## config.mk

```make
export PLATFORM = sky130hd
export DESIGN_NAME = load_queue_flat
export DESIGN_NICKNAME = d
export VERILOG_FILES = /design/src/mem_types_pkg.sv /design/src/lsq_cfg_pkg.sv /design/src/mem_port_if.sv /design/src/load_queue.sv /design/src/flat_wrapper.sv
export SDC_FILE = /design/constraint.sdc
export NUM_CORES = 1
export LEC_CHECK = 0
export ABC_AREA = 1
export ABC_CLOCK_PERIOD_IN_PS = 2700
export BUFFER_PORTS_ARGS = -buffer_cell sky130_fd_sc_hd__buf_2
export CAP_MARGIN = 20
export CORE_MARGIN = 2
export CORE_UTILIZATION = 45
export CTS_BUF_LIST = sky130_fd_sc_hd__clkbuf_16
export CTS_CLUSTER_DIAMETER = 30
export DETAILED_ROUTE_END_ITERATION = 7
export HOLD_SLACK_MARGIN = 0.05
export PLACE_DENSITY = 0.76
export SLEW_MARGIN = 0
export SYNTH_ARGS = -nofsm -noshare
export SYNTH_HDL_FRONTEND = slang
export SYNTH_SLANG_ARGS = --single-unit
export TNS_END_PERCENT = 5
```

## constraint.sdc

```tcl
create_clock -name clock -period 2.7 [get_ports clock]
set_input_delay 0.405 -clock clock [delete_from_list [all_inputs] [get_ports clock]]
set_output_delay 0.405 -clock clock [all_outputs]
set_load 0.01 [all_outputs]
```

## src/mem_types_pkg.sv

```systemverilog
package mem_types_pkg;

    //////////////////////////////////////////////////////////////////////
    // data memory geometry
    //////////////////////////////////////////////////////////////////////

    // one word per address, no byte lanes
    localparam int data_w    = 32;
    localparam int addr_w    = 8;

    // covers every word address
    localparam int mem_depth = 256;

    typedef logic [data_w-1:0] word_t;
    typedef logic [addr_w-1:0] addr_t;

endpackage

```

## src/lsq_cfg_pkg.sv

```systemverilog
package lsq_cfg_pkg;

    import mem_types_pkg::*;

    //////////////////////////////////////////////////////////////////////
    // queue sizing
    //////////////////////////////////////////////////////////////////////

    localparam int sq_size  = 8;
    localparam int sq_idx_w = 3;
    localparam int lq_size  = 4;
    localparam int lq_idx_w = 2;
    localparam int tag_w    = 4;

    // committed stores wait here until the memory write is granted
    typedef struct packed {
        logic  valid;
        logic  committed;
        addr_t addr;
        word_t data;
    } sq_entry_t;

    typedef struct packed {
        logic             valid;
        logic             waiting_mem;
        logic             done;
        logic [tag_w-1:0] tag;
        addr_t            addr;
        word_t            data;
    } lq_entry_t;

endpackage

```

## src/mem_port_if.sv

```systemverilog
interface mem_port_if
    import mem_types_pkg::*;
();

    logic  req;
    logic  we;
    addr_t addr;
    word_t wdata;
    logic  gnt;
    logic  rdata_valid;
    word_t rdata;

    // requester holds req and its fields until gnt
    modport requester (
        output req, we, addr, wdata,
        input  gnt, rdata_valid, rdata
    );

    modport arbiter (
        input  req, we, addr, wdata,
        output gnt, rdata_valid, rdata
    );

endinterface

```

## src/load_queue.sv

```systemverilog
module load_queue
    import mem_types_pkg::*;
    import lsq_cfg_pkg::*;
(
    input  logic                clock,
    input  logic                rst_n,
    input  logic                squash,
    input  logic                ld_valid,
    input  addr_t               ld_addr,
    input  logic [tag_w-1:0]    ld_tag,
    mem_port_if.requester       mem,
    output addr_t               fwd_addr,
    output logic [sq_idx_w-1:0] fwd_mark,
    input  logic [sq_idx_w-1:0] sq_tail_mark,
    input  logic                fwd_hit,
    input  word_t               fwd_data,
    output logic                lq_full,
    output logic                ld_done,
    output logic [tag_w-1:0]    ld_tag_out,
    output word_t               ld_data
);

    lq_entry_t           entries [lq_size];
    logic [lq_idx_w-1:0] alloc_idx;
    logic [lq_idx_w-1:0] wait_idx;
    logic [lq_idx_w-1:0] done_idx;
    logic [lq_idx_w-1:0] lk_idx;
    logic [lq_idx_w-1:0] rd_idx;
    logic [sq_idx_w-1:0] lk_mark;
    logic                any_free;
    logic                any_wait;
    logic                any_done;
    logic                lk_valid;
    logic                rq_valid;
    logic                rd_busy;
    logic                accept;
    logic                pick;

    // lowest index wins in each search
    always_comb begin
        alloc_idx = '0;
        wait_idx  = '0;
        done_idx  = '0;
        any_free  = 1'b0;
        any_wait  = 1'b0;
        any_done  = 1'b0;
        for (int i = lq_size - 1; i >= 0; i--) begin
            if (!entries[i].valid) begin
                alloc_idx = lq_idx_w'(i);
                any_free  = 1'b1;
            end
            if (entries[i].waiting_mem) begin
                wait_idx = lq_idx_w'(i);
                any_wait = 1'b1;
            end
            if (entries[i].done) begin
                done_idx = lq_idx_w'(i);
                any_done = 1'b1;
            end
        end
    end

    assign lq_full = !any_free;
    assign accept  = ld_valid && any_free && !squash;

    // one read outstanding at a time
    assign pick = any_wait && !rq_valid && !rd_busy;

    assign fwd_addr = entries[lk_idx].addr;
    assign fwd_mark = lk_mark;

    assign mem.req   = rq_valid;
    assign mem.we    = 1'b0;
    assign mem.addr  = entries[rd_idx].addr;
    assign mem.wdata = '0;

    assign ld_done    = any_done;
    assign ld_tag_out = entries[done_idx].tag;
    assign ld_data    = entries[done_idx].data;

    always_ff @(posedge clock) begin
        if (!rst_n || squash) begin
            lk_valid <= 1'b0;
            rq_valid <= 1'b0;
            rd_busy  <= 1'b0;
            for (int i = 0; i < lq_size; i++) begin
                entries[i].valid       <= 1'b0;
                entries[i].waiting_mem <= 1'b0;
                entries[i].done        <= 1'b0;
            end
        end else begin
            if (accept) begin
                entries[alloc_idx].valid       <= 1'b1;
                entries[alloc_idx].waiting_mem <= 1'b0;
                entries[alloc_idx].done        <= 1'b0;
                entries[alloc_idx].tag         <= ld_tag;
                entries[alloc_idx].addr        <= ld_addr;
                lk_idx                         <= alloc_idx;
                lk_mark                        <= sq_tail_mark;
            end
            lk_valid <= accept;

            // lookup against the store snapshot
            if (lk_valid) begin
                if (fwd_hit) begin
                    entries[lk_idx].data <= fwd_data;
                    entries[lk_idx].done <= 1'b1;
                end else begin
                    entries[lk_idx].waiting_mem <= 1'b1;
                end
            end

            if (pick) begin
                rq_valid <= 1'b1;
                rd_idx   <= wait_idx;
            end
            if (mem.gnt) begin
                rq_valid <= 1'b0;
                rd_busy  <= 1'b1;
            end
            if (mem.rdata_valid && rd_busy) begin
                entries[rd_idx].data        <= mem.rdata;
                entries[rd_idx].waiting_mem <= 1'b0;
                entries[rd_idx].done        <= 1'b1;
                rd_busy                     <= 1'b0;
            end

            // presented this cycle, free it
            if (any_done) begin
                entries[done_idx].valid <= 1'b0;
                entries[done_idx].done  <= 1'b0;
            end
        end
    end

endmodule

```

## src/flat_wrapper.sv

```systemverilog
// flat-port wrapper written by rule: the top's interface ports become plain ports
module load_queue_flat import mem_types_pkg::*; import lsq_cfg_pkg::*;
  (clock, rst_n, squash, ld_valid, ld_addr, ld_tag, fwd_addr, fwd_mark, sq_tail_mark, fwd_hit, fwd_data, lq_full, ld_done, ld_tag_out, ld_data, mem_req, mem_we, mem_addr, mem_wdata, mem_gnt, mem_rdata_valid, mem_rdata);
  mem_port_if mem_i ();
  input  logic clock;
  input  logic rst_n;
  input  logic squash;
  input  logic ld_valid;
  input  addr_t ld_addr;
  input  logic [tag_w-1:0] ld_tag;
  output addr_t fwd_addr;
  output logic [sq_idx_w-1:0] fwd_mark;
  input  logic [sq_idx_w-1:0] sq_tail_mark;
  input  logic fwd_hit;
  input  word_t fwd_data;
  output logic lq_full;
  output logic ld_done;
  output logic [tag_w-1:0] ld_tag_out;
  output word_t ld_data;
  output wire logic [$bits(mem_i.req)-1:0] mem_req;
  output wire logic [$bits(mem_i.we)-1:0] mem_we;
  output wire logic [$bits(mem_i.addr)-1:0] mem_addr;
  output wire logic [$bits(mem_i.wdata)-1:0] mem_wdata;
  input wire logic [$bits(mem_i.gnt)-1:0] mem_gnt;
  input wire logic [$bits(mem_i.rdata_valid)-1:0] mem_rdata_valid;
  input wire logic [$bits(mem_i.rdata)-1:0] mem_rdata;
  assign mem_req = mem_i.req;
  assign mem_we = mem_i.we;
  assign mem_addr = mem_i.addr;
  assign mem_wdata = mem_i.wdata;
  assign mem_i.gnt = mem_gnt;
  assign mem_i.rdata_valid = mem_rdata_valid;
  assign mem_i.rdata = mem_rdata;
  load_queue u_core (.clock(clock), .rst_n(rst_n), .squash(squash), .ld_valid(ld_valid), .ld_addr(ld_addr), .ld_tag(ld_tag), .mem(mem_i), .fwd_addr(fwd_addr), .fwd_mark(fwd_mark), .sq_tail_mark(sq_tail_mark), .fwd_hit(fwd_hit), .fwd_data(fwd_data), .lq_full(lq_full), .ld_done(ld_done), .ld_tag_out(ld_tag_out), .ld_data(ld_data));
endmodule
```

Yosys cells after proc, flatten, opt, wreduce, memory -nomap -nowiden --
Memories as Yosys holds them, arrays and structs flattened. A register that Yosys moved wholly into a read port is not among the register bits. Cells that the tools add are included.
Operators by class: bitwise operators 1, multiplexer cells 55, reductions and logical operators 20
Operators by type and width (number):
- 47-bit 2-to-1 mux | 4
- 47-bit OR reduction | 4
- 1-bit 2-to-1 mux | 32
- 2-bit 2-to-1 mux | 15
- 3-bit 2-to-1 mux | 2
- 2-bit OR reduction | 3
- 1-bit logical AND | 5
- 1-bit logical NOT | 5
- 5-bit 2-to-1 mux | 1
- 4-bit 2-to-1 mux | 1
- 2-bit AND reduction | 2
- 1-bit logical OR | 1
- 1-bit NOT | 1
Storage, ports and cells: bits in writable memories 188, output and inout bits 91, input port bits 86, memories kept 1, bits in registers 10, word-level logic and storage cells 84
Memory list:
- u_core.entries | words 4, width 47, read ports 7, clocked after memory_dff 1, wr ports 4, line load_queue.sv:23 | lq_entry_t entries [lq_size];

Depth between registers and ports, before layout --
Gate-level depths: netlist (run 1). An unclocked memory read counts as a cell.
word-level depth 12, gate-level depth with buffers 8, mapped depth without buffers 7

Least setup slack after synthesis (run 1) --
No wires, ideal clock.
path type register -> register, start point reg u_core.rd_idx[1], end point mem u_core.entries[0][0] (netlist name), enable pin, buffers on the path 1, slack 0.570 ns, required time 2.311 ns, arrival 1.740 ns, library setup time 0.389 ns, cell stages (with the launch flop) 5, period minus slack after synthesis 2.130 ns, cell sequence edfxtp_1 > nor2_2 > nand2_2 > buf_2 > nand2_1
RTL lines:
- start, declared | line load_queue.sv:28 | logic [lq_idx_w-1:0] rd_idx;
- start signal, assigned | line load_queue.sv:115 | rd_idx <= wait_idx;
- end, declared | line load_queue.sv:23

==> impl_metrics.ini, run 1 <==
[floorplan]
die-area_um2 = 23680
die_h_um = 153.9
initial_utilization_pct = 46.04
rows = 54
die_w_um = 153.9
io_pins = 177
core_um2 = 21960

[placement]
io_buffers = 143
place_congestion = 0.8316
dp_hpwl_um = 15960

[setup_path]
crit_path_max_fanout = 12
path_buf_inv = 3
crit_required_ns = 2.30
slowest_delay_ns = 0.55
cp-start-kind = flop
end_kind = primary output
cp.arrival_ns = 2.17
crit_path_frequent_cell = nand3_1
worstSetupPathType = flop to primary output
cp_slowest_cell = dfxtp_1
path_delay_family = simple AND/OR/NAND/NOR gates
timing.critical_path.cells = inv_1 > nand2_2 > buf_4 > nand2_1 > nand3_1 > nand3_1 > buf_2

[yosys]
yosysWarnings = 0
ys.flop_type = edfxtp_1
syn_area_um2 = 10110
yosysSeqAreaShare_pct = 57.72
syn_avg_cell_area_um2 = 9.431
synthCells = 1072
synthArstFlopShare_pct = 0
synth_edf_count = 183
ys_types = 31
synth-seq-cells = 200

[timing]
worst_slew_pin_slew_ns = 0.5936
min_period_over_period_pct = 95.23
relSlewSlack_pct = 60.38
final_hold_viol_count = 0
finalSetupTns_ns = 0
rsz0062_at_grt = false
max_freq_mhz = 388.9
finalCriticalPeriod_ns = 2.571
fin_worst_skew_ns = 0.01187
slew_viol_final = 0
setup-violations-final = 0

[detailed_routing]
dr.first_iter.drc_count = 756
dr.pass1.iters = 5
wirelength_um = 24500
drt.antenna.violating_nets = 0
drc_errors = 0
vias_per_cell = 5.223
vias = 7824
wl_per_cell_um = 16.36

[min_path]
hp-class = input port to flop

[power]
total_power_mw = 6.343
powerDensity_nw_per_um2 = 548.6
comb_power_share_pct = 6.4
peakVddDrop_uv = 461.7
p_int_mw = 4.916
p_seq_share_pct = 53.7
leakagePower_nw = 5.100
switchingPower_mw = 1.427
netSwitchingFraction_pct = 22.50
p_clk_share_pct = 39.9

[finish]
layout_commonest_cell = nand2_1
nNetsFinal = 1290
utilization_pct = 52.65
area_delta_synth_final_pct = 14.36
drive_above_1_share_pct = 22.10
final_cell_mix = nand2_1, edfxtp_1, nand3_1

[outcome]
status = finished, final reports clean

[clock_network]
h-tree-depth = 4
tritoncts = yes
clock_tree.buffer_depth = 2
clock_latency_ns = 0.45
holdBufCountCts = 0
cts.repair.resized = 0
cts.sinks = 200
clkSlewWorstSetupHoldPaths_ns = 0.07
root_buffer = clkbuf_16
cts_made_buffers = 17
cts_setup_buffers = 0

[global_route]
grt_max_degree = 52
antenna_found_initial = 4
grt_overflow_total = 0
grt_pass1_wl_um = 38670
grt_use_total_pct = 21.05
grt_pass1_vias = 7554

[job]
cap_violations = 0
cells by family after synthesis:
| family | share of synthesized area [%] |
|---|---|
| other | 0.03709 |
| buffers and inverters | 11.36 |
| AOI/OAI and AO/OA | 10.87 |
| and+or+nand+nor | 20.01 |
| DFF | 57.72 |
power groups by stage:
stage | combinational, mW | clock, mW | sequential (mW)
4_1_cts | 0.404 | 2.55 | 3.41
5_1_grt | 0.456 | 2.66 | 3.41
6_report | 0.403 | 2.53 | 3.41
3_3_place_gp | 0.389 | 0 | 3.47
2_1_floorplan | 0.265 | 0 | 3.47
3_5_place_dp | 0.401 | 0 | 3.48
layer usage:
| metal | GRT usage [%] | routed length [um] |
|---|---|---|
| met3 | 4.425 | 1781 |
| met4 | 9.212 | 661 |
| met2 | 36.16 | 12180 |
| met1 | 25.75 | 9865 |
| met5 | 0 | 12 |
through the flow:
step / worst slack (ns) / instance area [um2] / instances / hold slack [ns]
CTS: 0.1339 / 11560 / 1497 / 0.1231
global placement: 0.5676 / 10980 / 1465 / 0.4730
finish: 0.1288 / 11560 / 1498 / 0.1312
floorplan: 0.5703 / 10230 / 1104 / 0.4394
global route: 0.02365 / 11560 / 1498 / 0.1262
detailed placement: 0.5370 / 10980 / 1465 / 0.4774
cell type report:
class	count	area, um2
fillers	1942	10400
flip-flops and latches	200	5837
multi-input cells	677	3271
repair buffers	170	1006
inverters	138	518.0
clock buffers	17	425.4
well taps	280	350.3
clock inverters	15	151.4
diodes	1	2.502
worst reg2reg max path: stages (launching register included):
cell	delay (ns)
edfxtp_1	0.48
nor2_4	0.32
nand2_2	0.28
nand2_2	0.41
buf_12	0.24
sequential cells by signal, indices dropped and copies added (netlist names), named ones only:
name / flops
u_core.lk_idx: 2
u_core.mem.req: 1
u_core.lk_valid: 1
u_core.rd_busy: 1
u_core.entries: 188
u_core.fwd_mark: 3
u_core.rd_idx: 2
worst paths after layout:
| check | start | endpoint | slack [ns] | cells after the start |
|---|---|---|---|---|
| worst max-delay path | u_core.entries[0][44] | ld_data[5] | 0.13 | 7 |
| worst max register to register | u_core.rd_idx[0] | u_core.entries[2][3] | 0.67 | 4 |
| worst min register to register | u_core.entries[1][45] | u_core.entries[1][45] | 0.51 | 2 |
| worst min-delay path | sq_tail_mark[0] | u_core.fwd_mark[0] | 0.13 | 1 |
cell usage after synthesis, types with 2 or more instances:
cell type	count	share of area, %
o22ai_1	8	0.50
dfxtp_1	17	3.4
buf_2	24	1.2
nor2_1	37	1.4
a22oi_1	9	0.67
clkbuf_1	9	0.33
o21ai_0	38	1.9
buf_1	4	0.15
a21oi_1	9	0.45
nor2_2	2	0.12
nand2_1	243	9.0
clkinv_1	2	0.074
o21ai_1	68	3.4
inv_2	4	0.15
nor2_4	2	0.22
nand2_2	15	0.93
o21ai_2	41	3.6
nor3_1	4	0.20
buf_6	19	2.1
inv_1	132	4.9
edfxtp_1	183	54
buf_4	33	2.5
o21bai_1	2	0.15
nand3_1	160	7.9
No activity file was read; power rests on OpenSTA's default activity.
==> run 2, diff against run 1 <==
--- a/config.mk
+++ b/config.mk
@@ -6,7 +6,7 @@
 export NUM_CORES = 1
 export LEC_CHECK = 0
 export ABC_AREA = 1
-export ABC_CLOCK_PERIOD_IN_PS = 2700
+export ABC_CLOCK_PERIOD_IN_PS = 2900
 export BUFFER_PORTS_ARGS = -buffer_cell sky130_fd_sc_hd__buf_2
 export CAP_MARGIN = 20
 export CORE_MARGIN = 2
@@ -15,7 +15,9 @@
 export CTS_CLUSTER_DIAMETER = 30
 export DETAILED_ROUTE_END_ITERATION = 7
 export HOLD_SLACK_MARGIN = 0.05
+export MAX_ROUTING_LAYER = met4
 export PLACE_DENSITY = 0.76
+export SKIP_CTS_REPAIR_TIMING = 1
 export SLEW_MARGIN = 0
 export SYNTH_ARGS = -nofsm -noshare
 export SYNTH_HDL_FRONTEND = slang
==> constraint.sdc (replaced) <==
create_clock -name clock -period 2.9 [get_ports clock]
set_input_delay 0.435 -clock clock [delete_from_list [all_inputs] [get_ports clock]]
set_output_delay 0.435 -clock clock [all_outputs]
set_load 0.01 [all_outputs]
==> run 2 against run 1 <==
Against the previous run:
- via count barely moved
- final cell count shrank 0.20%
- die area unchanged
- sequential share of layout area up 0.16 points
- count of clock-buffer cells in the layout is the same
- non-clock buffer count shrank 5
- register-to-register slack improved by 0.13 ns
- final area shrank 0.32%
- critical path depth is the same
- first-iteration DRC count decreased by 3.8%
- clock power down 4%
- sequential power fell by 7.0%
- critical path type unchanged
- largest power group unchanged
- highest routed layer is now met4
==> impl_metrics.ini, run 2 (synthesis gave the netlist of run 1 again) <==
[floorplan]
io_pins = 177
die-area_um2 = 23680
core_um2 = 21960
rows = 54
die_w_um = 153.9
die_h_um = 153.9
initial_utilization_pct = 46.04

[timing]
worst_slack_ns = 0.2571
fin_worst_skew_ns = 0.01224
rsz0062_at_grt = false
min_period_over_period_pct = 91.13
slew_viol_final = 0
worst_slew_pin_slew_ns = 0.7564
timing.hold.ws_ns = 0.1723
finalSetupTns_ns = 0
max_freq_mhz = 378.4
finalCriticalPeriod_ns = 2.643
final_hold_viol_count = 0
setup-violations-final = 0
relSlewSlack_pct = 49.57

[clock_network]
cts.sinks = 200
clock_tree.buffer_depth = 2
root_buffer = clkbuf_16
h-tree-depth = 4
clock_latency_ns = 0.44
tritoncts = yes
clkSlewWorstSetupHoldPaths_ns = 0.07
cts_made_buffers = 17

[detailed_routing]
vias = 7827
wl_per_cell_um = 16.07
drt.antenna.violating_nets = 0
dr.first_iter.drc_count = 727
vias_per_cell = 5.235
dr.pass1.iters = 5
drc_errors = 0
wirelength_um = 24020

[min_path]
min_to = u_core.fwd_mark[1]
holdPathStages = 1
hold_start = sq_tail_mark[1]
hp-class = input port to flop

[outcome]
status = finished, final reports clean

[power]
netSwitchingFraction_pct = 22.99
peakVddDrop_uv = 349.5
powerDensity_nw_per_um2 = 519.1
p_seq_share_pct = 53.0
leakagePower_nw = 5.055
p_int_mw = 4.606
p_clk_share_pct = 40.8
switchingPower_mw = 1.375
comb_power_share_pct = 6.2
total_power_mw = 5.981

[finish]
nNetsFinal = 1285
layout_commonest_cell = nand2_1
final_cell_mix = nand2_1, edfxtp_1, nand3_1
largest_register_ffs = 188
largest-register = u_core.entries
postLayoutCellArea_um2 = 11520
drive_above_1_share_pct = 22.03
area_delta_synth_final_pct = 13.99

[job]
cap_violations = 0

[global_route]
grt_pass1_wl_um = 37400
grt_overflow_total = 0
antenna_found_initial = 3
grt_use_total_pct = 20.86
grt_pass1_vias = 7363
grt_max_degree = 67

[setup_path]
worstSetupPathType = flop to primary output
path_delay_family = simple AND/OR/NAND/NOR gates
timing.critical_path.cells = inv_1 > nand2_2 > buf_4 > nand2_1 > nand3_1 > nand3_1 > buf_2
slowest_delay_ns = 0.54
crit_path_max_fanout = 25
crit_path_frequent_cell = nand3_1
path_buf_inv = 3
reg2reg_slack_ns = 0.80
crit_required_ns = 2.47
r2r-start = u_core.rd_busy
r2r_cells = 5
cp_slowest_cell = dfxtp_1
cp-start-kind = flop
cp.arrival_ns = 2.21
r2r-end = u_core.entries[1][0]
end_kind = primary output

[placement]
io_buffers = 143
placed_cell_area_um2 = 10910
dp_slack_ns = 0.5221
dp_hpwl_um = 15320
place_congestion = 0.8436
[run 2: cell count changes in the layout (fill, tap and decap cells not counted), sizes merged]
cell | before | now
diode | 1 | 3
buf | 170 | 165
clkinvlp | 2 | 4
inv | 145 | 143
[run 2: layer usage]
metal | wire (um) | vias up | share of wire, % | GRT usage [%]
met3 | 1789 | 47 | 7.4 | 3.551
met4 | 550 | 0 | 2.3 | 8.278
li1 | - | 3796 | - | -
met2 | 11950 | 350 | 50 | 34.94
met1 | 9728 | 3634 | 40 | 25.32
met5 | 0 | - | 0 | -
[run 2: worst max path at each step]
stage | cells past startpoint | startpoint | slack, ns | to
floorplan | 6 | squash | 0.75 | u_core.entries[0][0]
global placement | 7 | squash | 0.57 | u_core.entries[1][20]
detailed placement | 7 | squash | 0.52 | u_core.entries[1][20]
CTS | 9 | u_core.entries[2][44] | 0.24 | ld_data[7]
global route | 9 | u_core.entries[2][44] | 0.11 | ld_data[29]
finish | 7 | u_core.entries[0][44] | 0.26 | ld_data[7]
[run 2: final cells by class]
type,count,area [um2]
sequential,200,5837
clock inverter,15,183.9
timing repair buffer,165,930.9
tap,280,350.3
fill,1898,10440
multi-input combinational,677,3271
clock buffer,17,425.4
inverter,138,518.0
antenna,3,7.507
[run 2: stage by stage]
stage | util [%] | instances
global route | 52.48 | 1495
finish | 52.48 | 1495
global placement | 49.67 | 1460
CTS | 52.44 | 1492
floorplan | - | 1104
detailed placement | 49.67 | 1460
[run 2: power groups by stage]
stage / Clock [mW] / Combinational [mW] / Sequential, mW
finish: 2.44 / 0.373 / 3.17
global route: 2.58 / 0.422 / 3.17
CTS: 2.46 / 0.373 / 3.17
detailed placement: 0 / 0.371 / 3.24
global placement: 0 / 0.360 / 3.23
floorplan: 0 / 0.246 / 3.23
==> run 3, diff against run 2 <==
--- a/config.mk
+++ b/config.mk
@@ -9,14 +9,15 @@
 export ABC_CLOCK_PERIOD_IN_PS = 2900
 export BUFFER_PORTS_ARGS = -buffer_cell sky130_fd_sc_hd__buf_2
 export CAP_MARGIN = 20
+export CORE_ASPECT_RATIO = 2
 export CORE_MARGIN = 2
-export CORE_UTILIZATION = 45
+export CORE_UTILIZATION = 50
 export CTS_BUF_LIST = sky130_fd_sc_hd__clkbuf_16
 export CTS_CLUSTER_DIAMETER = 30
 export DETAILED_ROUTE_END_ITERATION = 7
 export HOLD_SLACK_MARGIN = 0.05
 export MAX_ROUTING_LAYER = met4
-export PLACE_DENSITY = 0.76
+export PLACE_DENSITY = 0.82
 export SKIP_CTS_REPAIR_TIMING = 1
 export SLEW_MARGIN = 0
 export SYNTH_ARGS = -nofsm -noshare
==> run 3 against run 2 <==
Against the previous run:
- non-clock buffer count increased by 1
- core utilization grew 5.5 points
- clock skew down 0.0026 ns
- clock power shrank 6%
- combinational power increased by 1%
- final area shrank 0.27%
- global-route usage increased by 2.9 points
- count of clock-buffer cells in the layout did not move
- highest routed layer unchanged
==> impl_metrics.ini, run 3 (synthesis gave the netlist of run 1 again) <==
[setup_path]
crit_required_ns = 2.47
crit_path_max_fanout = 16
end_kind = primary output
r2r-end = u_core.entries[1][28]
path_delay_family = buffers and inverters
r2r_cells = 4
cp-start-kind = flop
cp_slowest_cell = clkinv_1
slowest_delay_ns = 0.53
reg2reg_slack_ns = 0.74
r2r-start = u_core.rd_idx[1]
crit_path_frequent_cell = nand3_1
cp.arrival_ns = 2.25
worstSetupPathType = flop to primary output
timing.critical_path.cells = inv_1 > nand2_1 > clkinv_1 > buf_4 > nand3_1 > nand3_1 > buf_2
path_buf_inv = 4

[placement]
dp_hpwl_um = 16370
place_congestion = 0.8268
placed_cell_area_um2 = 10930
io_buffers = 143

[finish]
area_delta_synth_final_pct = 13.68
nNetsFinal = 1286
largest_register_ffs = 188
largest-register = u_core.entries
final_cell_mix = nand2_1, edfxtp_1, nand3_1
postLayoutCellArea_um2 = 11490
drive_above_1_share_pct = 21.86
layout_commonest_cell = nand2_1

[detailed_routing]
drc_errors = 0
vias = 7930
wl_per_cell_um = 16.56
dr.first_iter.drc_count = 611
wirelength_um = 24420
dr.pass1.iters = 5
drt.antenna.violating_nets = 0
vias_per_cell = 5.376

[global_route]
grt_use_met2_pct = 43.44
grt_pass1_vias = 7758
met3_usage_pct = 3.245
grt_use_total_pct = 23.74
antenna_found_initial = 1
grt_use_met1_pct = 23.02
grt_overflow_total = 0
grt_pass1_wl_um = 38130
grt_max_degree = 74
busiest_layer = met2

[min_path]
min_to = u_core.mem.req
hp-class = input port to flop
holdPathStages = 2
hold_start = mem_gnt

[floorplan]
die-area_um2 = 21440
die_w_um = 104.5
rows = 73
initial_utilization_pct = 51.01
core_um2 = 19820
io_pins = 177
die_h_um = 205.1

[timing]
fin_worst_skew_ns = 0.009624
relSlewSlack_pct = 51.96
finalSetupTns_ns = 0
final_hold_viol_count = 0
worst_slew_pin_slew_ns = 0.7206
finalCriticalPeriod_ns = 2.690
slew_viol_final = 0
setup-violations-final = 0
min_period_over_period_pct = 92.75
max_freq_mhz = 371.8
rsz0062_at_grt = false

[clock_network]
clock_latency_ns = 0.44
clkSlewWorstSetupHoldPaths_ns = 0.07
cts.sinks = 200
root_buffer = clkbuf_16
clock_tree.buffer_depth = 2
h-tree-depth = 4
cts_made_buffers = 17
tritoncts = yes

[power]
leakagePower_nw = 5.070
peakVddDrop_uv = 376.1
powerDensity_nw_per_um2 = 508.5

[job]
cap_violations = 0

[outcome]
status = finished, final reports clean
[run 3: cell types whose count changed in the layout (fill, tap and decap cells not counted)]
cell        before  now
buf_12           4    7
clkinvlp_4       4    1
inv_6            4    7
buf_4           18   16
clkinv_1         2    4
diode_2          3    1
inv_8            3    1
bufinv_16        2    1
clkinv_4         1    2
clkinv_8         1    0
[run 3: layout make-up]
cell class	instances	area, um2
Inverter	138	518.0
Fill cell	1696	8328
Clock buffer	17	425.4
Antenna cell	1	2.502
Timing Repair Buffer	166	975.9
Sequential cell	200	5837
Tap cell	262	327.8
Clock inverter	14	135.1
Multi-Input combinational cell	677	3271
[run 3: metal layers]
metal | part of all wire [%] | wire [um] | up-vias
li1 | - | - | 3800
met1 | 34 | 8284 | 3676
met2 | 56 | 13560 | 364
met3 | 5.5 | 1342 | 90
met4 | 5.0 | 1232 | 0
met5 | 0 | 0 | -
[run 3: how the worst max path moves through the flow]
stage | from | to | cells after the start
after floorplan | squash | u_core.entries[0][0] | 6
after global placement | squash | u_core.entries[1][29] | 7
after detailed placement | squash | u_core.entries[1][19] | 7
after CTS | u_core.entries[2][44] | ld_data[12] | 7
after global routing | u_core.entries[2][44] | ld_data[12] | 7
final | u_core.entries[2][44] | ld_data[12] | 7
[run 3: where the power goes]
| group | internal (mW) | switching, mW |
|---|---|---|
| logic | 0.138 | 0.240 |
| registers | 3.16 | 0.00968 |
| clock network | 1.20 | 1.09 |
[run 3: metrics by stage]
step / power, mW / util [%] / hold slack (ns) / worst slack, ns / instances
final: 5.844 / 57.98 / 0.1615 / 0.2103 / 1475
after global routing: 6.014 / 57.98 / 0.1564 / 0.08815 / 1475
after CTS: 5.869 / 57.97 / 0.1487 / 0.1818 / 1474
after detailed placement: 3.611 / 55.14 / 0.4741 / 0.6119 / 1443
after global placement: 3.596 / 55.14 / 0.4631 / 0.6679 / 1443
after floorplan: 3.481 / - / 0.4394 / 0.7537 / 1104
[run 3: worst register-to-register path: cells and delay by family, from the launching register on]
family	cells	cell delay [ns]
buffers and inverters	1	0.43
DFF	1	0.49
and+or+nand+nor	3	0.85
